[config.mk]
export PLATFORM = sky130hd
export DESIGN_NAME = timer_flat
export DESIGN_NICKNAME = d
export VERILOG_FILES = /design/src/common/simple_system_pkg.sv /design/src/common/bus_dev_if.sv /design/src/timer/timer.sv /design/src/flat_wrapper.sv
export SDC_FILE = /design/constraint.sdc
export NUM_CORES = 1
export LEC_CHECK = 0
export BUFFER_PORTS_ARGS = -buffer_cell sky130_fd_sc_hd__buf_4
export CORE_MARGIN = 3
export CORE_UTILIZATION = 30
export CTS_CLUSTER_DIAMETER = 120
export DETAILED_ROUTE_END_ITERATION = 12
export PLACE_DENSITY = 0.48
export SYNTH_ARGS = -nofsm -noshare
export SYNTH_HDL_FRONTEND = slang
export SYNTH_SLANG_ARGS = --single-unit
[constraint.sdc]
create_clock -name clk_i -period 2.58 [get_ports clk_i]
set_input_delay 0.258 -clock clk_i [delete_from_list [all_inputs] [get_ports clk_i]]
set_output_delay 0.258 -clock clk_i [all_outputs]
set_load 0.02 [all_outputs]
[src/common/simple_system_pkg.sv]
// Shared definitions for the simple system RTL.
// Device windows must not overlap. The bus relies on at most one hit.
// Masks keep the address bits that select a window. Offsets are what they clear.
// Register offsets are word aligned and are relative to the window base.
`default_nettype none

package simple_system_pkg;

  // Device index into the bus interface array
  typedef enum int {
    Ram,
    SimCtrl,
    Timer
  } bus_device_e;

  localparam int NrDevices = 3;

  localparam int AddrWidth = 32;
  localparam int DataWidth = 32;
  localparam int BeWidth   = DataWidth / 8;

  // Address map
  localparam logic [AddrWidth-1:0] RamBase     = 32'h0010_0000;
  localparam logic [AddrWidth-1:0] RamMask     = ~32'h000F_FFFF;  // 1 MB
  localparam logic [AddrWidth-1:0] SimCtrlBase = 32'h0002_0000;
  localparam logic [AddrWidth-1:0] SimCtrlMask = ~32'h0000_03FF;  // 1 kB
  localparam logic [AddrWidth-1:0] TimerBase   = 32'h0003_0000;
  localparam logic [AddrWidth-1:0] TimerMask   = ~32'h0000_03FF;  // 1 kB

  // Timer registers
  localparam logic [AddrWidth-1:0] MtimeLo    = 32'h0;
  localparam logic [AddrWidth-1:0] MtimeHi    = 32'h4;
  localparam logic [AddrWidth-1:0] MtimecmpLo = 32'h8;
  localparam logic [AddrWidth-1:0] MtimecmpHi = 32'hC;

  // Simulation control registers
  localparam logic [AddrWidth-1:0] SimCharOut = 32'h0;
  localparam logic [AddrWidth-1:0] SimHalt    = 32'h8;

endpackage

`default_nettype wire
[src/common/bus_dev_if.sv]
// Link between the system bus and one device.
// A device answers every req with rvalid exactly one cycle later.
// Writes get an rvalid too, with rdata 0.
`timescale 1ns/1ns
`default_nettype none

interface bus_dev_if;

  logic                                   req;
  logic [simple_system_pkg::AddrWidth-1:0] addr;
  logic                                   we;
  logic [simple_system_pkg::BeWidth-1:0]   be;
  logic [simple_system_pkg::DataWidth-1:0] wdata;

  logic                                   rvalid;
  logic [simple_system_pkg::DataWidth-1:0] rdata;
  logic                                   err;

  // Bus drives the request, the device answers
  modport bus_mp (
    output req, addr, we, be, wdata,
    input  rvalid, rdata, err
  );

  modport dev_mp (
    input  req, addr, we, be, wdata,
    output rvalid, rdata, err
  );

endinterface

`default_nettype wire

[src/timer/timer.sv]
// Machine timer with a 64-bit mtime and mtimecmp, seen as 32-bit halves.
// mtime counts every cycle; a write replaces the enabled bytes of one half.
// timer_irq_o is registered, one cycle behind the compare.
// Offsets above 0xC answer with err. Low address bits 1:0 are ignored.
`timescale 1ns/1ns
`default_nettype none

module timer (
  input  wire logic clk_i,
  input  wire logic rst_n_i,
  bus_dev_if.dev_mp dev,
  output      logic timer_irq_o
);

  localparam int AddrWidth = simple_system_pkg::AddrWidth;
  localparam int DataWidth = simple_system_pkg::DataWidth;
  localparam int BeWidth   = simple_system_pkg::BeWidth;

  logic [63:0]          mtime_q;
  logic [63:0]          mtimecmp_q;
  logic [AddrWidth-1:0] offset;
  logic                 wr_en;

  logic [DataWidth-1:0] rd_data;
  logic                 rd_err;
  logic                 rvalid_q;
  logic [DataWidth-1:0] rdata_q;
  logic                 err_q;
  logic                 irq_q;

  // Merge the written bytes into one 32-bit half
  function automatic logic [DataWidth-1:0] merge_be(
    input logic [DataWidth-1:0] old_val,
    input logic [DataWidth-1:0] new_val,
    input logic [BeWidth-1:0]   be
  );
    logic [DataWidth-1:0] result;
    result = old_val;
    for (int b = 0; b < BeWidth; b++) begin
      if (be[b]) begin
        result[8*b +: 8] = new_val[8*b +: 8];
      end
    end
    return result;
  endfunction

  assign offset = dev.addr & ~simple_system_pkg::TimerMask & ~AddrWidth'(3);
  assign wr_en  = dev.req & dev.we;

  always_ff @(posedge clk_i or negedge rst_n_i) begin
    if (!rst_n_i) begin
      mtime_q <= '0;
    end else if (wr_en && offset == simple_system_pkg::MtimeLo) begin
      mtime_q[31:0] <= merge_be(mtime_q[31:0], dev.wdata, dev.be);
    end else if (wr_en && offset == simple_system_pkg::MtimeHi) begin
      mtime_q[63:32] <= merge_be(mtime_q[63:32], dev.wdata, dev.be);
    end else begin
      mtime_q <= mtime_q + 64'd1;
    end
  end

  // All ones keeps the interrupt off out of reset
  always_ff @(posedge clk_i or negedge rst_n_i) begin
    if (!rst_n_i) begin
      mtimecmp_q <= '1;
    end else if (wr_en && offset == simple_system_pkg::MtimecmpLo) begin
      mtimecmp_q[31:0] <= merge_be(mtimecmp_q[31:0], dev.wdata, dev.be);
    end else if (wr_en && offset == simple_system_pkg::MtimecmpHi) begin
      mtimecmp_q[63:32] <= merge_be(mtimecmp_q[63:32], dev.wdata, dev.be);
    end
  end

  // Register read mux
  always_comb begin
    rd_data = '0;
    rd_err  = 1'b0;
    case (offset)
      simple_system_pkg::MtimeLo:    rd_data = mtime_q[31:0];
      simple_system_pkg::MtimeHi:    rd_data = mtime_q[63:32];
      simple_system_pkg::MtimecmpLo: rd_data = mtimecmp_q[31:0];
      simple_system_pkg::MtimecmpHi: rd_data = mtimecmp_q[63:32];
      default:                       rd_err  = 1'b1;
    endcase
  end

  always_ff @(posedge clk_i) begin
    if (dev.req) begin
      rdata_q <= dev.we ? '0 : rd_data;
    end
  end

  always_ff @(posedge clk_i or negedge rst_n_i) begin
    if (!rst_n_i) begin
      rvalid_q <= 1'b0;
      err_q    <= 1'b0;
      irq_q    <= 1'b0;
    end else begin
      rvalid_q <= dev.req;
      err_q    <= dev.req & rd_err;
      irq_q    <= mtime_q >= mtimecmp_q;
    end
  end

  assign dev.rvalid  = rvalid_q;
  assign dev.rdata   = rdata_q;
  assign dev.err     = err_q;
  assign timer_irq_o = irq_q;

endmodule

`default_nettype wire

[src/flat_wrapper.sv]
// flat-port wrapper written by rule: the top's interface ports become plain ports
module timer_flat 
  (clk_i, rst_n_i, timer_irq_o, dev_req, dev_addr, dev_we, dev_be, dev_wdata, dev_rvalid, dev_rdata, dev_err);
  bus_dev_if dev_i ();
  input  wire logic clk_i;
  input  wire logic rst_n_i;
  output      logic timer_irq_o;
  input wire logic [$bits(dev_i.req)-1:0] dev_req;
  input wire logic [$bits(dev_i.addr)-1:0] dev_addr;
  input wire logic [$bits(dev_i.we)-1:0] dev_we;
  input wire logic [$bits(dev_i.be)-1:0] dev_be;
  input wire logic [$bits(dev_i.wdata)-1:0] dev_wdata;
  output wire logic [$bits(dev_i.rvalid)-1:0] dev_rvalid;
  output wire logic [$bits(dev_i.rdata)-1:0] dev_rdata;
  output wire logic [$bits(dev_i.err)-1:0] dev_err;
  assign dev_i.req = dev_req;
  assign dev_i.addr = dev_addr;
  assign dev_i.we = dev_we;
  assign dev_i.be = dev_be;
  assign dev_i.wdata = dev_wdata;
  assign dev_rvalid = dev_i.rvalid;
  assign dev_rdata = dev_i.rdata;
  assign dev_err = dev_i.err;
  timer u_core (.clk_i(clk_i), .rst_n_i(rst_n_i), .dev(dev_i), .timer_irq_o(timer_irq_o));
endmodule
==> flow_metrics.py <==
metrics = {
    "setup_path": {
        "reg2reg_to": "u_core.mtime_q[52]",
        "endpoint_kind": "flip-flop",
        "path_depth": 9,
        "reg2reg_depth": 9,
        "r2r_slack_ns": 0.06,
        "crit_arrival_ns": 2.86,
        "crit_path_start": "u_core.mtime_q[0]",
        "worst_path_largest_cell_delay_ns": 0.47,
        "reg2reg_from": "u_core.mtime_q[0]",
        "critPathLaunchType": "flip-flop",
        "path_cells": "buf_4 -> ha_1 -> and3_1 -> and4_1 -> nand4_1 -> buf_4 -> nor4_1 -> a211oi_1 -> a211oi_1",
        "slowest_stage": "nor4_1",
        "path_class": "reg2reg",
        "cp_max_fo": 5,
        "cpLargestDelayFamily": "simple AND/OR/NAND/NOR gates",
        "worstPathRequired_ns": 2.92,
        "crit_buf_inv": 2,
    },
    "synth": {
        "synth_top_area_cell": "dfstp_2",
        "syn_nets": 1208,
        "syn_inst": 1071,
        "synth_compound_gate_area_share_pct": 14.2,
        "synth_top_area_share_pct": 16.2,
        "synth.most_common_cell": "nand2_1",
        "syn_area_um2": 10400,
        "ys.flop_type": "dfrtp_1",
        "synth_edf_count": 32,
        "synth_mux_area_share_pct": 11.2,
        "ys_top_cells_by_area": "dfstp_2 16%, dfrtp_1 16%, edfxtp_1 9.3%",
        "synth_top_family_by_area": "simple AND/OR/NAND/NOR gates",
        "avgSynthCellArea_um2": 9.67,
        "async_flop_share_pct": 80.4,
        "synth.distinct_cells": 67,
        "ys_seq_elements": 163,
        "ys_seq_area_share_pct": 41.7,
        "yosys.area_share.simple_pct": 20.0,
        "synth_fa_ha_area_share_pct": 7.85,
        "synth_xor_area_share_pct": 0.677,
        "yosys-top-cells-count": "116 x nand2_1, 76 x inv_1, 74 x nor2_1, 71 x o21ai_0, 67 x dfrtp_1",
        "synth_warnings": 0,
    },
    "clock_network": {
        "numCtsBuffers": 17,
        "cts-root-buf": "clkbuf_16",
        "cts_tree": "built",
        "clkSinkCount": 163,
        "clk_latency_ns": 0.44,
        "htreeDepth": 4,
        "clockBufferDepth": 2,
        "path_clk_slew_ns": 0.07,
    },
    "sta": {
        "slew_violations": 0,
        "clock.fmax_mhz": 397,
        "hold_violations": 0,
        "timing.final.crit_share_pct": 97.7,
        "tns_ns": 0,
        "slew_headroom_pct": 56.8,
        "fin_worst_skew_ns": 0.00919,
        "finalCriticalPeriod_ns": 2.52,
        "worstMarginPinSlew_ns": 0.648,
        "rsz0062_at_grt": "no",
        "hold_slack_ns": 0.0651,
        "final-setup-viol-count": 0,
    },
    "placement": {
        "portBuffers": 82,
        "hpwl_mm": 26.2,
        "gp_congestion": 0.908,
        "placed_cell_area_um2": 12000,
    },
    "pwr": {
        "finalPower_mw": 6.51,
        "powerDensity_nw_per_um2": 515,
        "vdd_ir_drop_max_mv": 0.470,
        "p_leak_nw": 5.33,
    },
    "die": {
        "start_util_pct": 30.7,
        "die-height_um": 192,
        "die_x_um": 192,
        "dieArea_um2": 36800,
        "rows": 67,
        "pin_count": 107,
        "core-area_um2": 33800,
    },
    "drt": {
        "vias_per_cell": 5.35,
        "drt_first_pass_iters": 5,
        "detail_route.wl_per_cell_um": 21.0,
        "drtIter0Drc": 724,
        "route.detailed.drc": 0,
        "vias": 8950,
        "postRouteAntennaNets": 0,
        "finalWirelength_mm": 35.2,
    },
    "hold_path": {
        "hold_class": "in2reg",
        "min_to": "u_core.mtimecmp_q[7]",
        "whs_path_depth": 3,
        "min-delay-start": "dev_wdata[7]",
    },
    "finish": {
        "drive_above_1_share_pct": 27.9,
        "area_growth_syn_to_layout_pct": 22.0,
        "final_area_um2": 12600,
        "finalNetCount": 1350,
        "antenna_cells": 0,
    },
    "job": {
        "cap_violations": 0,
    },
    "global_route": {
        "grt_max_degree": 51,
        "antenna_found_initial": 0,
        "grt_pass1_vias": 9078,
        "grt_pass1_wl_mm": 55.1,
        "track_usage_pct": 19.7,
        "gr-total-overflow": 0,
    },
    "outcome": {
        "status": "finished clean",
    },
}
sequential cells by signal, indices dropped and copies added, names as in the netlist:
register	count
u_core.dev.err	1
u_core.dev.rdata	32
u_core.dev.rvalid	1
u_core.mtime_q	64
u_core.mtimecmp_q	64
u_core.timer_irq_o	1
cells in the final DEF (no fill, tap or decap), types with 7 or more instances in the layout:
| master | Yosys | layout |
|---|---|---|
| buf_4 | 0 | 159 |
| o22ai_1 | 8 | 8 |
| mux2_2 | 34 | 34 |
| and3_1 | 16 | 15 |
| a211oi_1 | 10 | 10 |
| nor2_1 | 74 | 74 |
| dfstp_2 | 64 | 64 |
| a21oi_1 | 63 | 63 |
| inv_1 | 76 | 76 |
| nor3_1 | 29 | 29 |
| and2_1 | 8 | 8 |
| dfrtp_1 | 67 | 67 |
| nand4_1 | 28 | 28 |
| clkbuf_16 | 0 | 18 |
| nor4_1 | 12 | 11 |
| a21o_1 | 16 | 16 |
| edfxtp_1 | 32 | 32 |
| and4_1 | 8 | 7 |
| nand3_1 | 60 | 60 |
| nand2_1 | 116 | 116 |
| o21ai_0 | 71 | 71 |
| mux4_2 | 31 | 31 |
| ha_1 | 65 | 65 |
| nor2b_1 | 34 | 34 |
worst max path at each step:
stage / endpoint / slack, ns
floorplan: u_core.mtime_q[39] / 0.28
global placement: u_core.mtime_q[61] / 0.06
detailed placement: u_core.mtime_q[61] / 0.08
CTS: u_core.mtime_q[61] / 0.07
global route: u_core.mtime_q[61] / 0.005
finish: u_core.mtime_q[52] / 0.06
layout make-up:
cell class	instances	area [um^2]
clock buffers	23	479
clock inverters	9	78.8
fillers	3421	21200
inverters	76	285
multi-input cells	789	5600
flip-flops and latches	163	4320
well taps	448	561
repair buffers	166	1320
kinds of logic after synthesis:
logic type                 Yosys count
and+or+nand+nor                    413
AOI/OAI and AO/OA                  232
DFF                                163
buffers and inverters              119
muxes                               71
adders and majority gates           65
xor gates and xnor gates             8
metal layers:
metal  global-route usage (%)  wire (um)  part of all wire (%)  vias up
met5                        0          0                     0        -
met4                     4.83        598                   1.7        0
li1                         -          -                     -     4233
met2                     30.8      16100                    46      284
met3                     3.69       1920                   5.5       29
met1                     28.1      16600                    47     4404
what timing repair did:
| item | 4_1_cts | 5_1_grt |
|---|---|---|
| hold buffers | 1 | 0 |
| buffers inserted | 0 | 2 |
| endpoints found under the hold margin | 19 | 0 |
| resized for setup | 0 | 2 |
| setup endpoints to repair | 0 | 9 |
worst min-delay path: stages:
cell	delay [ns]
buf_4	0.13
nand2_1	0.05
o21ai_0	0.06
power breakdown:
part	total, mW	internal [mW]	switching, mW
Combinational	0.992	0.466	0.526
Sequential	3.01	2.79	0.217
Clock	2.51	1.41	1.10
Total	6.51	4.66	1.85
stage by stage:
stage / setup slack (ns) / util [%] / std cells
final: 0.0591 / 37.4 / 1674
after global routing: 0.00452 / 37.4 / 1674
after CTS: 0.0666 / 37.3 / 1672
after detailed placement: 0.0849 / 35.7 / 1639
after global placement: 0.0565 / 35.7 / 1639
after floorplan: 0.285 / - / 1071
Power figures use the tool's default switching activity.
