`config.mk`:
```
export PLATFORM = sky130hd
export DESIGN_NAME = sim_ctrl_flat
export DESIGN_NICKNAME = d
export VERILOG_FILES = /design/src/common/simple_system_pkg.sv /design/src/common/bus_dev_if.sv /design/src/verilog/sim_ctrl.sv /design/src/flat_wrapper.sv
export SDC_FILE = /design/constraint.sdc
export NUM_CORES = 1
export LEC_CHECK = 0
export ABC_AREA = 1
export CAP_MARGIN = 10
export CELL_PAD_IN_SITES_DETAIL_PLACEMENT = 1
export CELL_PAD_IN_SITES_GLOBAL_PLACEMENT = 2
export CORE_UTILIZATION = 26
export CTS_CLUSTER_SIZE = 25
export DETAILED_ROUTE_END_ITERATION = 16
export DONT_BUFFER_PORTS = 1
export GPL_TIMING_DRIVEN = 0
export PLACE_DENSITY = 0.77
export RECOVER_POWER = 100
export SYNTH_ARGS = -nofsm -noshare
export SYNTH_HDL_FRONTEND = slang
export SYNTH_SLANG_ARGS = --single-unit
```
`constraint.sdc`:
```
create_clock -name clk_i -period 1.25 [get_ports clk_i]
set_input_delay 0.25 -clock clk_i [delete_from_list [all_inputs] [get_ports clk_i]]
set_output_delay 0.25 -clock clk_i [all_outputs]
set_load 0.005 [all_outputs]
```
`src/common/simple_system_pkg.sv`:
```
// Shared definitions for the simple system RTL.
// Device windows must not overlap. The bus relies on at most one hit.
// Masks keep the address bits that select a window. Offsets are what they clear.
// Register offsets are word aligned and are relative to the window base.
`default_nettype none

package simple_system_pkg;

  // Device index into the bus interface array
  typedef enum int {
    Ram,
    SimCtrl,
    Timer
  } bus_device_e;

  localparam int NrDevices = 3;

  localparam int AddrWidth = 32;
  localparam int DataWidth = 32;
  localparam int BeWidth   = DataWidth / 8;

  // Address map
  localparam logic [AddrWidth-1:0] RamBase     = 32'h0010_0000;
  localparam logic [AddrWidth-1:0] RamMask     = ~32'h000F_FFFF;  // 1 MB
  localparam logic [AddrWidth-1:0] SimCtrlBase = 32'h0002_0000;
  localparam logic [AddrWidth-1:0] SimCtrlMask = ~32'h0000_03FF;  // 1 kB
  localparam logic [AddrWidth-1:0] TimerBase   = 32'h0003_0000;
  localparam logic [AddrWidth-1:0] TimerMask   = ~32'h0000_03FF;  // 1 kB

  // Timer registers
  localparam logic [AddrWidth-1:0] MtimeLo    = 32'h0;
  localparam logic [AddrWidth-1:0] MtimeHi    = 32'h4;
  localparam logic [AddrWidth-1:0] MtimecmpLo = 32'h8;
  localparam logic [AddrWidth-1:0] MtimecmpHi = 32'hC;

  // Simulation control registers
  localparam logic [AddrWidth-1:0] SimCharOut = 32'h0;
  localparam logic [AddrWidth-1:0] SimHalt    = 32'h8;

endpackage

`default_nettype wire
```
`src/common/bus_dev_if.sv`:
```
// Link between the system bus and one device.
// A device answers every req with rvalid exactly one cycle later.
// Writes get an rvalid too, with rdata 0.
`timescale 1ns/1ns
`default_nettype none

interface bus_dev_if;

  logic                                   req;
  logic [simple_system_pkg::AddrWidth-1:0] addr;
  logic                                   we;
  logic [simple_system_pkg::BeWidth-1:0]   be;
  logic [simple_system_pkg::DataWidth-1:0] wdata;

  logic                                   rvalid;
  logic [simple_system_pkg::DataWidth-1:0] rdata;
  logic                                   err;

  // Bus drives the request, the device answers
  modport bus_mp (
    output req, addr, we, be, wdata,
    input  rvalid, rdata, err
  );

  modport dev_mp (
    input  req, addr, we, be, wdata,
    output rvalid, rdata, err
  );

endinterface

`default_nettype wire

```
`src/verilog/sim_ctrl.sv`:
```
// Simulation control device.
// A write to SimCharOut with be[0] set pulses char_valid_o for one cycle.
// Writing 1 to SimHalt sets halt_o until reset.
// Reads return 0 and never error.
`timescale 1ns/1ns
`default_nettype none

module sim_ctrl (
  input  wire logic       clk_i,
  input  wire logic       rst_n_i,
  bus_dev_if.dev_mp       dev,
  output      logic       char_valid_o,
  output      logic [7:0] char_o,
  output      logic       halt_o
);

  localparam int AddrWidth = simple_system_pkg::AddrWidth;

  logic [AddrWidth-1:0] offset;
  logic                 wr_en;
  logic                 char_wr;
  logic                 halt_wr;

  logic                 rvalid_q;
  logic                 char_valid_q;
  logic [7:0]           char_q;
  logic                 halt_q;

  assign offset  = dev.addr & ~simple_system_pkg::SimCtrlMask & ~AddrWidth'(3);
  assign wr_en   = dev.req & dev.we;
  assign char_wr = wr_en & dev.be[0] & (offset == simple_system_pkg::SimCharOut);
  assign halt_wr = wr_en & dev.wdata[0] & (offset == simple_system_pkg::SimHalt);

  always_ff @(posedge clk_i) begin
    if (char_wr) begin
      char_q <= dev.wdata[7:0];
    end
  end

  always_ff @(posedge clk_i or negedge rst_n_i) begin
    if (!rst_n_i) begin
      rvalid_q     <= 1'b0;
      char_valid_q <= 1'b0;
      halt_q       <= 1'b0;
    end else begin
      rvalid_q     <= dev.req;
      char_valid_q <= char_wr;
      // Sticky once set
      halt_q       <= halt_q | halt_wr;
    end
  end

  assign dev.rvalid   = rvalid_q;
  assign dev.rdata    = '0;
  assign dev.err      = 1'b0;
  assign char_valid_o = char_valid_q;
  assign char_o       = char_q;
  assign halt_o       = halt_q;

  // Back-to-back strobes need back-to-back writes
  a_char_pulse: assert property (@(posedge clk_i) disable iff (!rst_n_i)
    (char_valid_o && $past(char_valid_o)) |-> $past(dev.req && dev.we));

endmodule

`default_nettype wire

```
`src/flat_wrapper.sv`:
```
// flat-port wrapper written by rule: the top's interface ports become plain ports
module sim_ctrl_flat 
  (clk_i, rst_n_i, char_valid_o, char_o, halt_o, dev_req, dev_addr, dev_we, dev_be, dev_wdata, dev_rvalid, dev_rdata, dev_err);
  bus_dev_if dev_i ();
  input  wire logic clk_i;
  input  wire logic rst_n_i;
  output      logic char_valid_o;
  output      logic [7:0] char_o;
  output      logic halt_o;
  input wire logic [$bits(dev_i.req)-1:0] dev_req;
  input wire logic [$bits(dev_i.addr)-1:0] dev_addr;
  input wire logic [$bits(dev_i.we)-1:0] dev_we;
  input wire logic [$bits(dev_i.be)-1:0] dev_be;
  input wire logic [$bits(dev_i.wdata)-1:0] dev_wdata;
  output wire logic [$bits(dev_i.rvalid)-1:0] dev_rvalid;
  output wire logic [$bits(dev_i.rdata)-1:0] dev_rdata;
  output wire logic [$bits(dev_i.err)-1:0] dev_err;
  assign dev_i.req = dev_req;
  assign dev_i.addr = dev_addr;
  assign dev_i.we = dev_we;
  assign dev_i.be = dev_be;
  assign dev_i.wdata = dev_wdata;
  assign dev_rvalid = dev_i.rvalid;
  assign dev_rdata = dev_i.rdata;
  assign dev_err = dev_i.err;
  sim_ctrl u_core (.clk_i(clk_i), .rst_n_i(rst_n_i), .dev(dev_i), .char_valid_o(char_valid_o), .char_o(char_o), .halt_o(halt_o));
endmodule
```
==> flow_summary.html, run 1 <==
<table>
<tr><th>Metric</th><th>Value</th></tr>
<tr><th colspan="2">Floorplanning</th></tr>
<tr><td>Total core area</td><td>0.002297 mm2</td></tr>
<tr><td>Initial Util</td><td>between 20% and 30%</td></tr>
<tr><td>Die Outline Area</td><td>around 0.0027 mm2</td></tr>
<tr><td>Count of standard-cell rows</td><td>17</td></tr>
<tr><td>Top Ports</td><td>approximately 120</td></tr>
<tr><td>Vertical extent of the die</td><td>about 52 um</td></tr>
<tr><td>Die width</td><td>52.17 um</td></tr>
<tr><th colspan="2">Critical path</th></tr>
<tr><td>Data required time of the critical path</td><td>1.15 ns</td></tr>
<tr><td>Kind of critical path</td><td>primary input to flop</td></tr>
<tr><td>Type of element capturing the critical path</td><td>flop</td></tr>
<tr><td>Critical path fanouts, max</td><td>9</td></tr>
<tr><td>Data arrival at the endpoint of the critical path</td><td>0.92 ns</td></tr>
<tr><td>Type of element launching the critical path</td><td>primary input</td></tr>
<tr><th colspan="2">Power and ir drop</th></tr>
<tr><td>Worst vdd rail ir drop</td><td>0.4330 mV</td></tr>
<tr><td>Post-route total power</td><td>0.7406 mW</td></tr>
<tr><td>Leakage Power</td><td>a little under 0.5 nW</td></tr>
<tr><td>Power per cell area</td><td>roughly 870 mW/mm2</td></tr>
<tr><th colspan="2">Route</th></tr>
<tr><td>Number of design-rule violations left by the first detailed-router iteration</td><td>4</td></tr>
<tr><td>Total wire length</td><td>1.161 mm</td></tr>
<tr><td>Antenna-violating nets left</td><td>0</td></tr>
<tr><td>Drt wl/cell</td><td>8.795 um</td></tr>
<tr><td>Remaining routing DRC violations</td><td>0</td></tr>
<tr><td>Routed via count divided by cell count</td><td>3.212</td></tr>
<tr><td>Via count</td><td>between 400 and 500</td></tr>
<tr><td>Initial DRT Pass Iterations</td><td>2</td></tr>
<tr><th colspan="2">Clocking</th></tr>
<tr><td>Maximum level of the CTS H-tree</td><td>1</td></tr>
<tr><td>Clock slew at reported path FFs</td><td>0.06 ns</td></tr>
<tr><td>Maximum clock insertion buffer count</td><td>2</td></tr>
<tr><td>Insertion delay to the later sink of the worst-skew pair</td><td>approximately 0.25 ns</td></tr>
<tr><td>Cts bufs inserted</td><td>3</td></tr>
<tr><td># resized after CTS</td><td>0</td></tr>
<tr><td>CTS tree</td><td>yes</td></tr>
<tr><td>Count of clock tree sinks</td><td>11</td></tr>
<tr><td>Number of buffers added for setup after CTS</td><td>0</td></tr>
<tr><td>Clk Tree Root Cell</td><td>sky130_fd_sc_hd__clkbuf_4</td></tr>
<tr><th colspan="2">Logic synthesis</th></tr>
<tr><td>Synthesized instance count</td><td>between 60 and 70</td></tr>
<tr><td>Synth top area cells</td><td>sky130_fd_sc_hd__buf_4 (38%), sky130_fd_sc_hd__edfxtp_1 (37%), sky130_fd_sc_hd__dfrtp_1 (11%)</td></tr>
<tr><td>Number of synthesized register bits</td><td>11</td></tr>
<tr><td>Most common library cells after synthesis</td><td>sky130_fd_sc_hd__buf_4 (33), sky130_fd_sc_hd__inv_1 (9), sky130_fd_sc_hd__edfxtp_1 (8)</td></tr>
<tr><td>Post-synth ARST share</td><td>27.27%</td></tr>
<tr><td>Cell taking the most area after synthesis</td><td>sky130_fd_sc_hd__buf_4</td></tr>
<tr><td>Netlist area before placement</td><td>between 600 and 700 um2</td></tr>
<tr><td>Post-Syn Area per Cell</td><td>slightly below 10 um2</td></tr>
<tr><td>Most frequent cell after synthesis</td><td>sky130_fd_sc_hd__buf_4</td></tr>
<tr><td>Main synth FF type</td><td>sky130_fd_sc_hd__edfxtp_1</td></tr>
<tr><td>Number of flops mapped to enable cells by yosys</td><td>8</td></tr>
<tr><td>Sequential fraction of the synthesis area</td><td>48.18%</td></tr>
<tr><td>Distinct cells, synth</td><td>9</td></tr>
<tr><td>Area share of the leading cell type in the synthesized netlist</td><td>37.86%</td></tr>
<tr><td>Yosys warning count</td><td>0</td></tr>
<tr><th colspan="2">Global route</th></tr>
<tr><td>Total track usage</td><td>7.543%</td></tr>
<tr><td>Total grt overflow</td><td>0</td></tr>
<tr><td>Largest net degree at the start of global routing</td><td>10</td></tr>
<tr><td>Initial antenna violation count</td><td>0</td></tr>
<tr><td>Via count of the first global-routing pass</td><td>323</td></tr>
<tr><td>Wire length of the first global-routing pass</td><td>about 1.4 mm</td></tr>
<tr><th colspan="2">Timing</th></tr>
<tr><td>Max frequency</td><td>987.1 MHz</td></tr>
<tr><td>Number of hold violations in the final report</td><td>0</td></tr>
<tr><td>Clock period minus final worst setup slack</td><td>just over 1 ns</td></tr>
<tr><td>Setup repair after global routing missed its margin</td><td>false</td></tr>
<tr><td>Clock skew after layout</td><td>0 ns</td></tr>
<tr><td>Final period util</td><td>81.05%</td></tr>
<tr><td>Worst hold slack</td><td>0.01865 ns</td></tr>
<tr><td>Fin. max-slew vios</td><td>0</td></tr>
<tr><td>Final setup fails</td><td>0</td></tr>
<tr><th colspan="2">Finish</th></tr>
<tr><td>Fill count</td><td>299</td></tr>
<tr><td>Area added between synthesis and finish</td><td>29.64%</td></tr>
<tr><td>Net count reported at finish</td><td>between 150 and 200</td></tr>
<tr><td>Core Util, Final</td><td>36.93%</td></tr>
<tr><td>Inserted Diodes</td><td>0</td></tr>
<tr><td>Share of final-layout standard cells stronger than drive strength 1</td><td>a little over a third</td></tr>
<tr><th colspan="2">Min path</th></tr>
<tr><td>Hold Crit Class</td><td>primary input to flop</td></tr>
<tr><th colspan="2">Place</th></tr>
<tr><td>DP HPWL</td><td>1.062 mm</td></tr>
<tr><td>Total of buffers placed on input and output ports</td><td>0</td></tr>
<tr><td>Placer congestion estimate</td><td>0.6205</td></tr>
<tr><th colspan="2">Run</th></tr>
<tr><td>Max-cap violation count</td><td>0</td></tr>
<tr><th colspan="2">Status</th></tr>
<tr><td>Run status</td><td>finished clean</td></tr>
</table>
-- layer usage --
layer	vias to the layer above	share of wire, %	track usage, %	wire length (um)
met5	-	0	0	0
met4	0	0	2.632	0
met3	0	17	4.638	193
met2	41	50	13.68	577
met1	173	34	6.774	390
li1	210	-	-	-
-- power breakdown --
| part | internal (mW) | switching [mW] | total (mW) |
|---|---|---|---|
| registers | 0.394 | 0.00106 | 0.395 |
| clock network | 0.123 | 0.104 | 0.227 |
| logic | 0.0718 | 0.0470 | 0.119 |
-- cell families after synthesis --
logic type             share of synthesized area, %
other                                        0.5731
buffers and inverters                         43.02
AND/OR/NAND/NOR                               8.223
flip-flops                                    48.18
-- layout by cell type (no fill, tap or decap) --
master / Yosys / layout
sky130_fd_sc_hd__buf_4: 33 / 33
sky130_fd_sc_hd__conb_1: 1 / 33
sky130_fd_sc_hd__inv_1: 9 / 9
sky130_fd_sc_hd__edfxtp_1: 8 / 8
sky130_fd_sc_hd__nand2_1: 7 / 7
sky130_fd_sc_hd__clkbuf_4: 0 / 3
sky130_fd_sc_hd__dfrtp_1: 3 / 3
sky130_fd_sc_hd__nor2_2: 1 / 2
sky130_fd_sc_hd__nor2_1: 3 / 2
sky130_fd_sc_hd__nand3_1: 2 / 2
sky130_fd_sc_hd__clkbuf_1: 0 / 1
sky130_fd_sc_hd__dlygate4sd3_1: 0 / 1
-- worst paths after layout --
kind	depth (start not counted)	from	endpoint	slack, ns
worst max register to register	2	u_core.halt_o	u_core.halt_o	0.61
max in group asynchronous	1	rst_n_i	u_core.char_valid_o	0.86
worst min register to register	2	u_core.halt_o	u_core.halt_o	0.54
min in group asynchronous	1	rst_n_i	u_core.halt_o	0.24
worst min-delay path	0	dev_req	u_core.dev.rvalid	0.02
worst max-delay path	5	dev_addr[8]	u_core.char_o[1]	0.24
-- timing repair --
| item | CTS | global route |
|---|---|---|
| hold buffers | 1 | 0 |
| endpoints found under the hold margin | 3 | 0 |
| setup endpoints to repair | 0 | 0 |
-- through the flow --
stage	instance area (um2)	instances	worst slack, ns	TNS, ns
after floorplan	777.0	99	0.1442	0
after global placement	812.0	127	0.01728	0
after detailed placement	812.0	127	-0.04650	-0.3702
after CTS	848.3	132	0.2426	0
after global routing	848.3	132	0.1414	0
final	848.3	132	0.2369	0
-- registers in the layout (all words and copies together) (netlist names) --
name and flops:
u_core.char_o 8, u_core.char_valid_o 1, u_core.dev.rvalid 1, u_core.halt_o 1
-- critical path, cell delays in order --
cell	delay (ns)
sky130_fd_sc_hd__inv_1	0.03
sky130_fd_sc_hd__nand2_1	0.04
sky130_fd_sc_hd__nor2_1	0.13
sky130_fd_sc_hd__nand2_1	0.08
sky130_fd_sc_hd__nor2_2	0.37
-- cell type report --
cell class              instances  area, um2  share of cell area, %
well taps                      28      35.03                  4.130
repair buffers                  1      10.01                  1.180
flip-flops and latches         11      315.3                  37.17
plain buffers                  33      247.7                  29.20
inverters                       9      33.78                  3.982
multi-input cells              46      180.2                  21.24
clock buffers                   4      26.28                  3.097
No activity file was read; power rests on OpenSTA's default activity.
==> run 2: changes to the inputs <==
--- a/config.mk
+++ b/config.mk
@@ -9,12 +9,13 @@
 export CAP_MARGIN = 10
 export CELL_PAD_IN_SITES_DETAIL_PLACEMENT = 1
 export CELL_PAD_IN_SITES_GLOBAL_PLACEMENT = 2
-export CORE_UTILIZATION = 26
+export CORE_ASPECT_RATIO = 0.5
+export CORE_UTILIZATION = 24
 export CTS_CLUSTER_SIZE = 25
 export DETAILED_ROUTE_END_ITERATION = 16
 export DONT_BUFFER_PORTS = 1
 export GPL_TIMING_DRIVEN = 0
-export PLACE_DENSITY = 0.77
+export PLACE_DENSITY = 0.72
 export RECOVER_POWER = 100
 export SYNTH_ARGS = -nofsm -noshare
 export SYNTH_HDL_FRONTEND = slang
==> constraint.sdc (replaced) <==
create_clock -name clk_i -period 1 [get_ports clk_i]
set_input_delay 0.2 -clock clk_i [delete_from_list [all_inputs] [get_ports clk_i]]
set_output_delay 0.2 -clock clk_i [all_outputs]
set_load 0.005 [all_outputs]
==> flow_summary.html, run 2 (synthesis gave the netlist of run 1 again) <==
<table>
<tr><th>Metric</th><th>Value</th></tr>
<tr><th colspan="2">Status</th></tr>
<tr><td>Run status</td><td>finished clean</td></tr>
<tr><th colspan="2">Finish</th></tr>
<tr><td>Inserted Diodes</td><td>0</td></tr>
<tr><td>Leading cell types in the layout, fill and taps excluded</td><td>sky130_fd_sc_hd__buf_4 (33), sky130_fd_sc_hd__conb_1 (33), sky130_fd_sc_hd__inv_1 (9), sky130_fd_sc_hd__edfxtp_1 (8), sky130_fd_sc_hd__nand2_1 (7)</td></tr>
<tr><td>Share of final-layout standard cells stronger than drive strength 1</td><td>36.19%</td></tr>
<tr><td>Area added between synthesis and finish</td><td>36.14%</td></tr>
<tr><td>Fill count</td><td>288</td></tr>
<tr><td>Largest register FFs</td><td>8</td></tr>
<tr><td>Net count reported at finish</td><td>~180</td></tr>
<tr><td>Footprint of the flip-flops and latches</td><td>315.3 um2</td></tr>
<tr><td>Area of the multi-input gates</td><td>185.2 um2</td></tr>
<tr><th colspan="2">Clocking</th></tr>
<tr><td>Clk Tree Root Cell</td><td>sky130_fd_sc_hd__clkbuf_8</td></tr>
<tr><td>Cts bufs inserted</td><td>3</td></tr>
<tr><td>Insertion delay to the later sink of the worst-skew pair</td><td>approximately 0.22 ns</td></tr>
<tr><td>Maximum clock insertion buffer count</td><td>2</td></tr>
<tr><td>CTS tree</td><td>yes</td></tr>
<tr><td>Maximum level of the CTS H-tree</td><td>1</td></tr>
<tr><td>Clock slew at reported path FFs</td><td>approximately 0.05 ns</td></tr>
<tr><td>Count of clock tree sinks</td><td>11</td></tr>
<tr><td># resized after CTS</td><td>0</td></tr>
<tr><th colspan="2">Place</th></tr>
<tr><td>Worst setup slack before clock tree synthesis</td><td>-0.08518 ns</td></tr>
<tr><td>Placer congestion estimate</td><td>~0.55</td></tr>
<tr><td>DP HPWL</td><td>1.015 mm</td></tr>
<tr><td>Total of buffers placed on input and output ports</td><td>0</td></tr>
<tr><th colspan="2">Power and ir drop</th></tr>
<tr><td>Post-route total power</td><td>1.077 mW</td></tr>
<tr><td>Worst vdd rail ir drop</td><td>around 0.66 mV</td></tr>
<tr><td>Leakage Power</td><td>between 0.4 and 0.5 nW</td></tr>
<tr><td>Power per cell area</td><td>1209 mW/mm2</td></tr>
<tr><th colspan="2">Critical path</th></tr>
<tr><td>Worst reg2reg startpoint</td><td>u_core.halt_o</td></tr>
<tr><td>Capturing element of the worst setup path</td><td>char_o[0]</td></tr>
<tr><td>Data arrival at the endpoint of the critical path</td><td>0.64 ns</td></tr>
<tr><td>Kind of critical path</td><td>flop to primary output</td></tr>
<tr><td>Register-to-Register Path Depth</td><td>2</td></tr>
<tr><td>Critical path fanouts, max</td><td>1</td></tr>
<tr><td>Data required time of the critical path</td><td>0.80 ns</td></tr>
<tr><td>Type of element launching the critical path</td><td>flop</td></tr>
<tr><td>Register-to-Register Setup Slack</td><td>0.39 ns</td></tr>
<tr><td>Type of element capturing the critical path</td><td>primary output</td></tr>
<tr><td>Crit path launch</td><td>u_core.char_o[0]</td></tr>
<tr><td>End of the worst register-to-register path</td><td>u_core.halt_o</td></tr>
<tr><td>WP depth</td><td>0</td></tr>
<tr><th colspan="2">Route</th></tr>
<tr><td>Antenna-violating nets left</td><td>0</td></tr>
<tr><td>Met3 routed WL</td><td>129 um</td></tr>
<tr><td>Via count</td><td>418</td></tr>
<tr><td>Top layer used by detailed routing</td><td>met4</td></tr>
<tr><td>M1 wire length</td><td>408 um</td></tr>
<tr><td>Drt wl/cell</td><td>between 8 and 9 um</td></tr>
<tr><td>Met2 WL post-DR</td><td>627 um</td></tr>
<tr><td>Initial DRT Pass Iterations</td><td>2</td></tr>
<tr><td>Routed via count divided by cell count</td><td>2.986</td></tr>
<tr><td>Total wire length</td><td>1.174 mm</td></tr>
<tr><td>Remaining routing DRC violations</td><td>0</td></tr>
<tr><td>Number of design-rule violations left by the first detailed-router iteration</td><td>13</td></tr>
<tr><th colspan="2">Min path</th></tr>
<tr><td>Startpoint of the lowest-slack hold path</td><td>dev_wdata[3]</td></tr>
<tr><td>Hold Crit Class</td><td>primary input to flop</td></tr>
<tr><th colspan="2">Floorplanning</th></tr>
<tr><td>Die width</td><td>between 70 and 80 um</td></tr>
<tr><td>Die Outline Area</td><td>around 0.003 mm2</td></tr>
<tr><td>Total core area</td><td>0.002387 mm2</td></tr>
<tr><td>Vertical extent of the die</td><td>38.93 um</td></tr>
<tr><td>Initial Util</td><td>27.41%</td></tr>
<tr><td>Count of standard-cell rows</td><td>12</td></tr>
<tr><td>Top Ports</td><td>116</td></tr>
<tr><th colspan="2">Timing</th></tr>
<tr><td>Fin. max-slew vios</td><td>0</td></tr>
<tr><td>Number of hold violations in the final report</td><td>0</td></tr>
<tr><td>Worst path setup slack after routing</td><td>around 0.16 ns</td></tr>
<tr><td>Setup repair after global routing missed its margin</td><td>false</td></tr>
<tr><td>Clock skew after layout</td><td>0 ns</td></tr>
<tr><td>Final period util</td><td>roughly 84%</td></tr>
<tr><td>Final setup fails</td><td>0</td></tr>
<tr><td>Clock period minus final worst setup slack</td><td>roughly 0.84 ns</td></tr>
<tr><td>Worst hold slack</td><td>0.06268 ns</td></tr>
<tr><td>Max frequency</td><td>1196 MHz</td></tr>
<tr><td>Setup TNS</td><td>0 ns</td></tr>
<tr><th colspan="2">Run</th></tr>
<tr><td>Max-cap violation count</td><td>0</td></tr>
<tr><th colspan="2">Global route</th></tr>
<tr><td>Via count of the first global-routing pass</td><td>345</td></tr>
<tr><td>Initial antenna violation count</td><td>0</td></tr>
<tr><td>Total grt overflow</td><td>0</td></tr>
<tr><td>Wire length of the first global-routing pass</td><td>1.504 mm</td></tr>
<tr><td>Total track usage</td><td>7.437%</td></tr>
<tr><td>Largest net degree at the start of global routing</td><td>10</td></tr>
</table>
-- run 2: cell types whose count changed in the layout (fill, tap and decap cells not counted) --
cell / delta
sky130_fd_sc_hd__nor2_2: -1
sky130_fd_sc_hd__clkbuf_4: -3
sky130_fd_sc_hd__nor2_4: +1
sky130_fd_sc_hd__dlygate4sd3_1: +1
sky130_fd_sc_hd__clkbuf_8: +3
-- run 2: cell type report --
type                       instances  area share, %
buffer                            33          27.81
multi-input combinational         46          20.79
tap                               35          4.916
timing repair buffer               2          2.247
clock buffer                       4          5.056
sequential                        11          35.39
inverter                           9          3.792
-- run 2: how the worst min path moves through the flow --
stage                     endpoint  cells after the start  slack [ns]
6_report          u_core.char_o[3]                      0        0.06
5_1_grt           u_core.char_o[3]                      0        0.05
4_1_cts           u_core.char_o[5]                      0        0.06
3_5_place_dp     u_core.dev.rvalid                      0        -0.1
3_3_place_gp   u_core.char_valid_o                      0        -0.1
2_1_floorplan  u_core.char_valid_o                      0        -0.1
-- run 2: per-layer routing --
metal,up-vias,track usage [%]
met5,-,0
met4,0,4.167
met3,2,2.604
met2,33,15.71
met1,170,6.144
li1,213,-
-- run 2: stage by stage --
step	util (%)	instance area, um2	instances
CTS	37.32	890.9	140
floorplan	-	782.0	99
detailed placement	34.59	825.8	134
global placement	34.59	825.8	134
finish	37.32	890.9	140
global route	37.32	890.9	140
-- run 2: report_power, final --
| group | switching, mW | internal [mW] |
|---|---|---|
| Sequential | 0.00138 | 0.494 |
| Combinational | 0.0614 | 0.0925 |
| Clock | 0.149 | 0.278 |
| Total | 0.212 | 0.865 |
-- run 2: repair_timing --
action                                 CTS  global route
hold buffers                             2             0
buffers inserted                         0             0
endpoints found under the hold margin    4             0
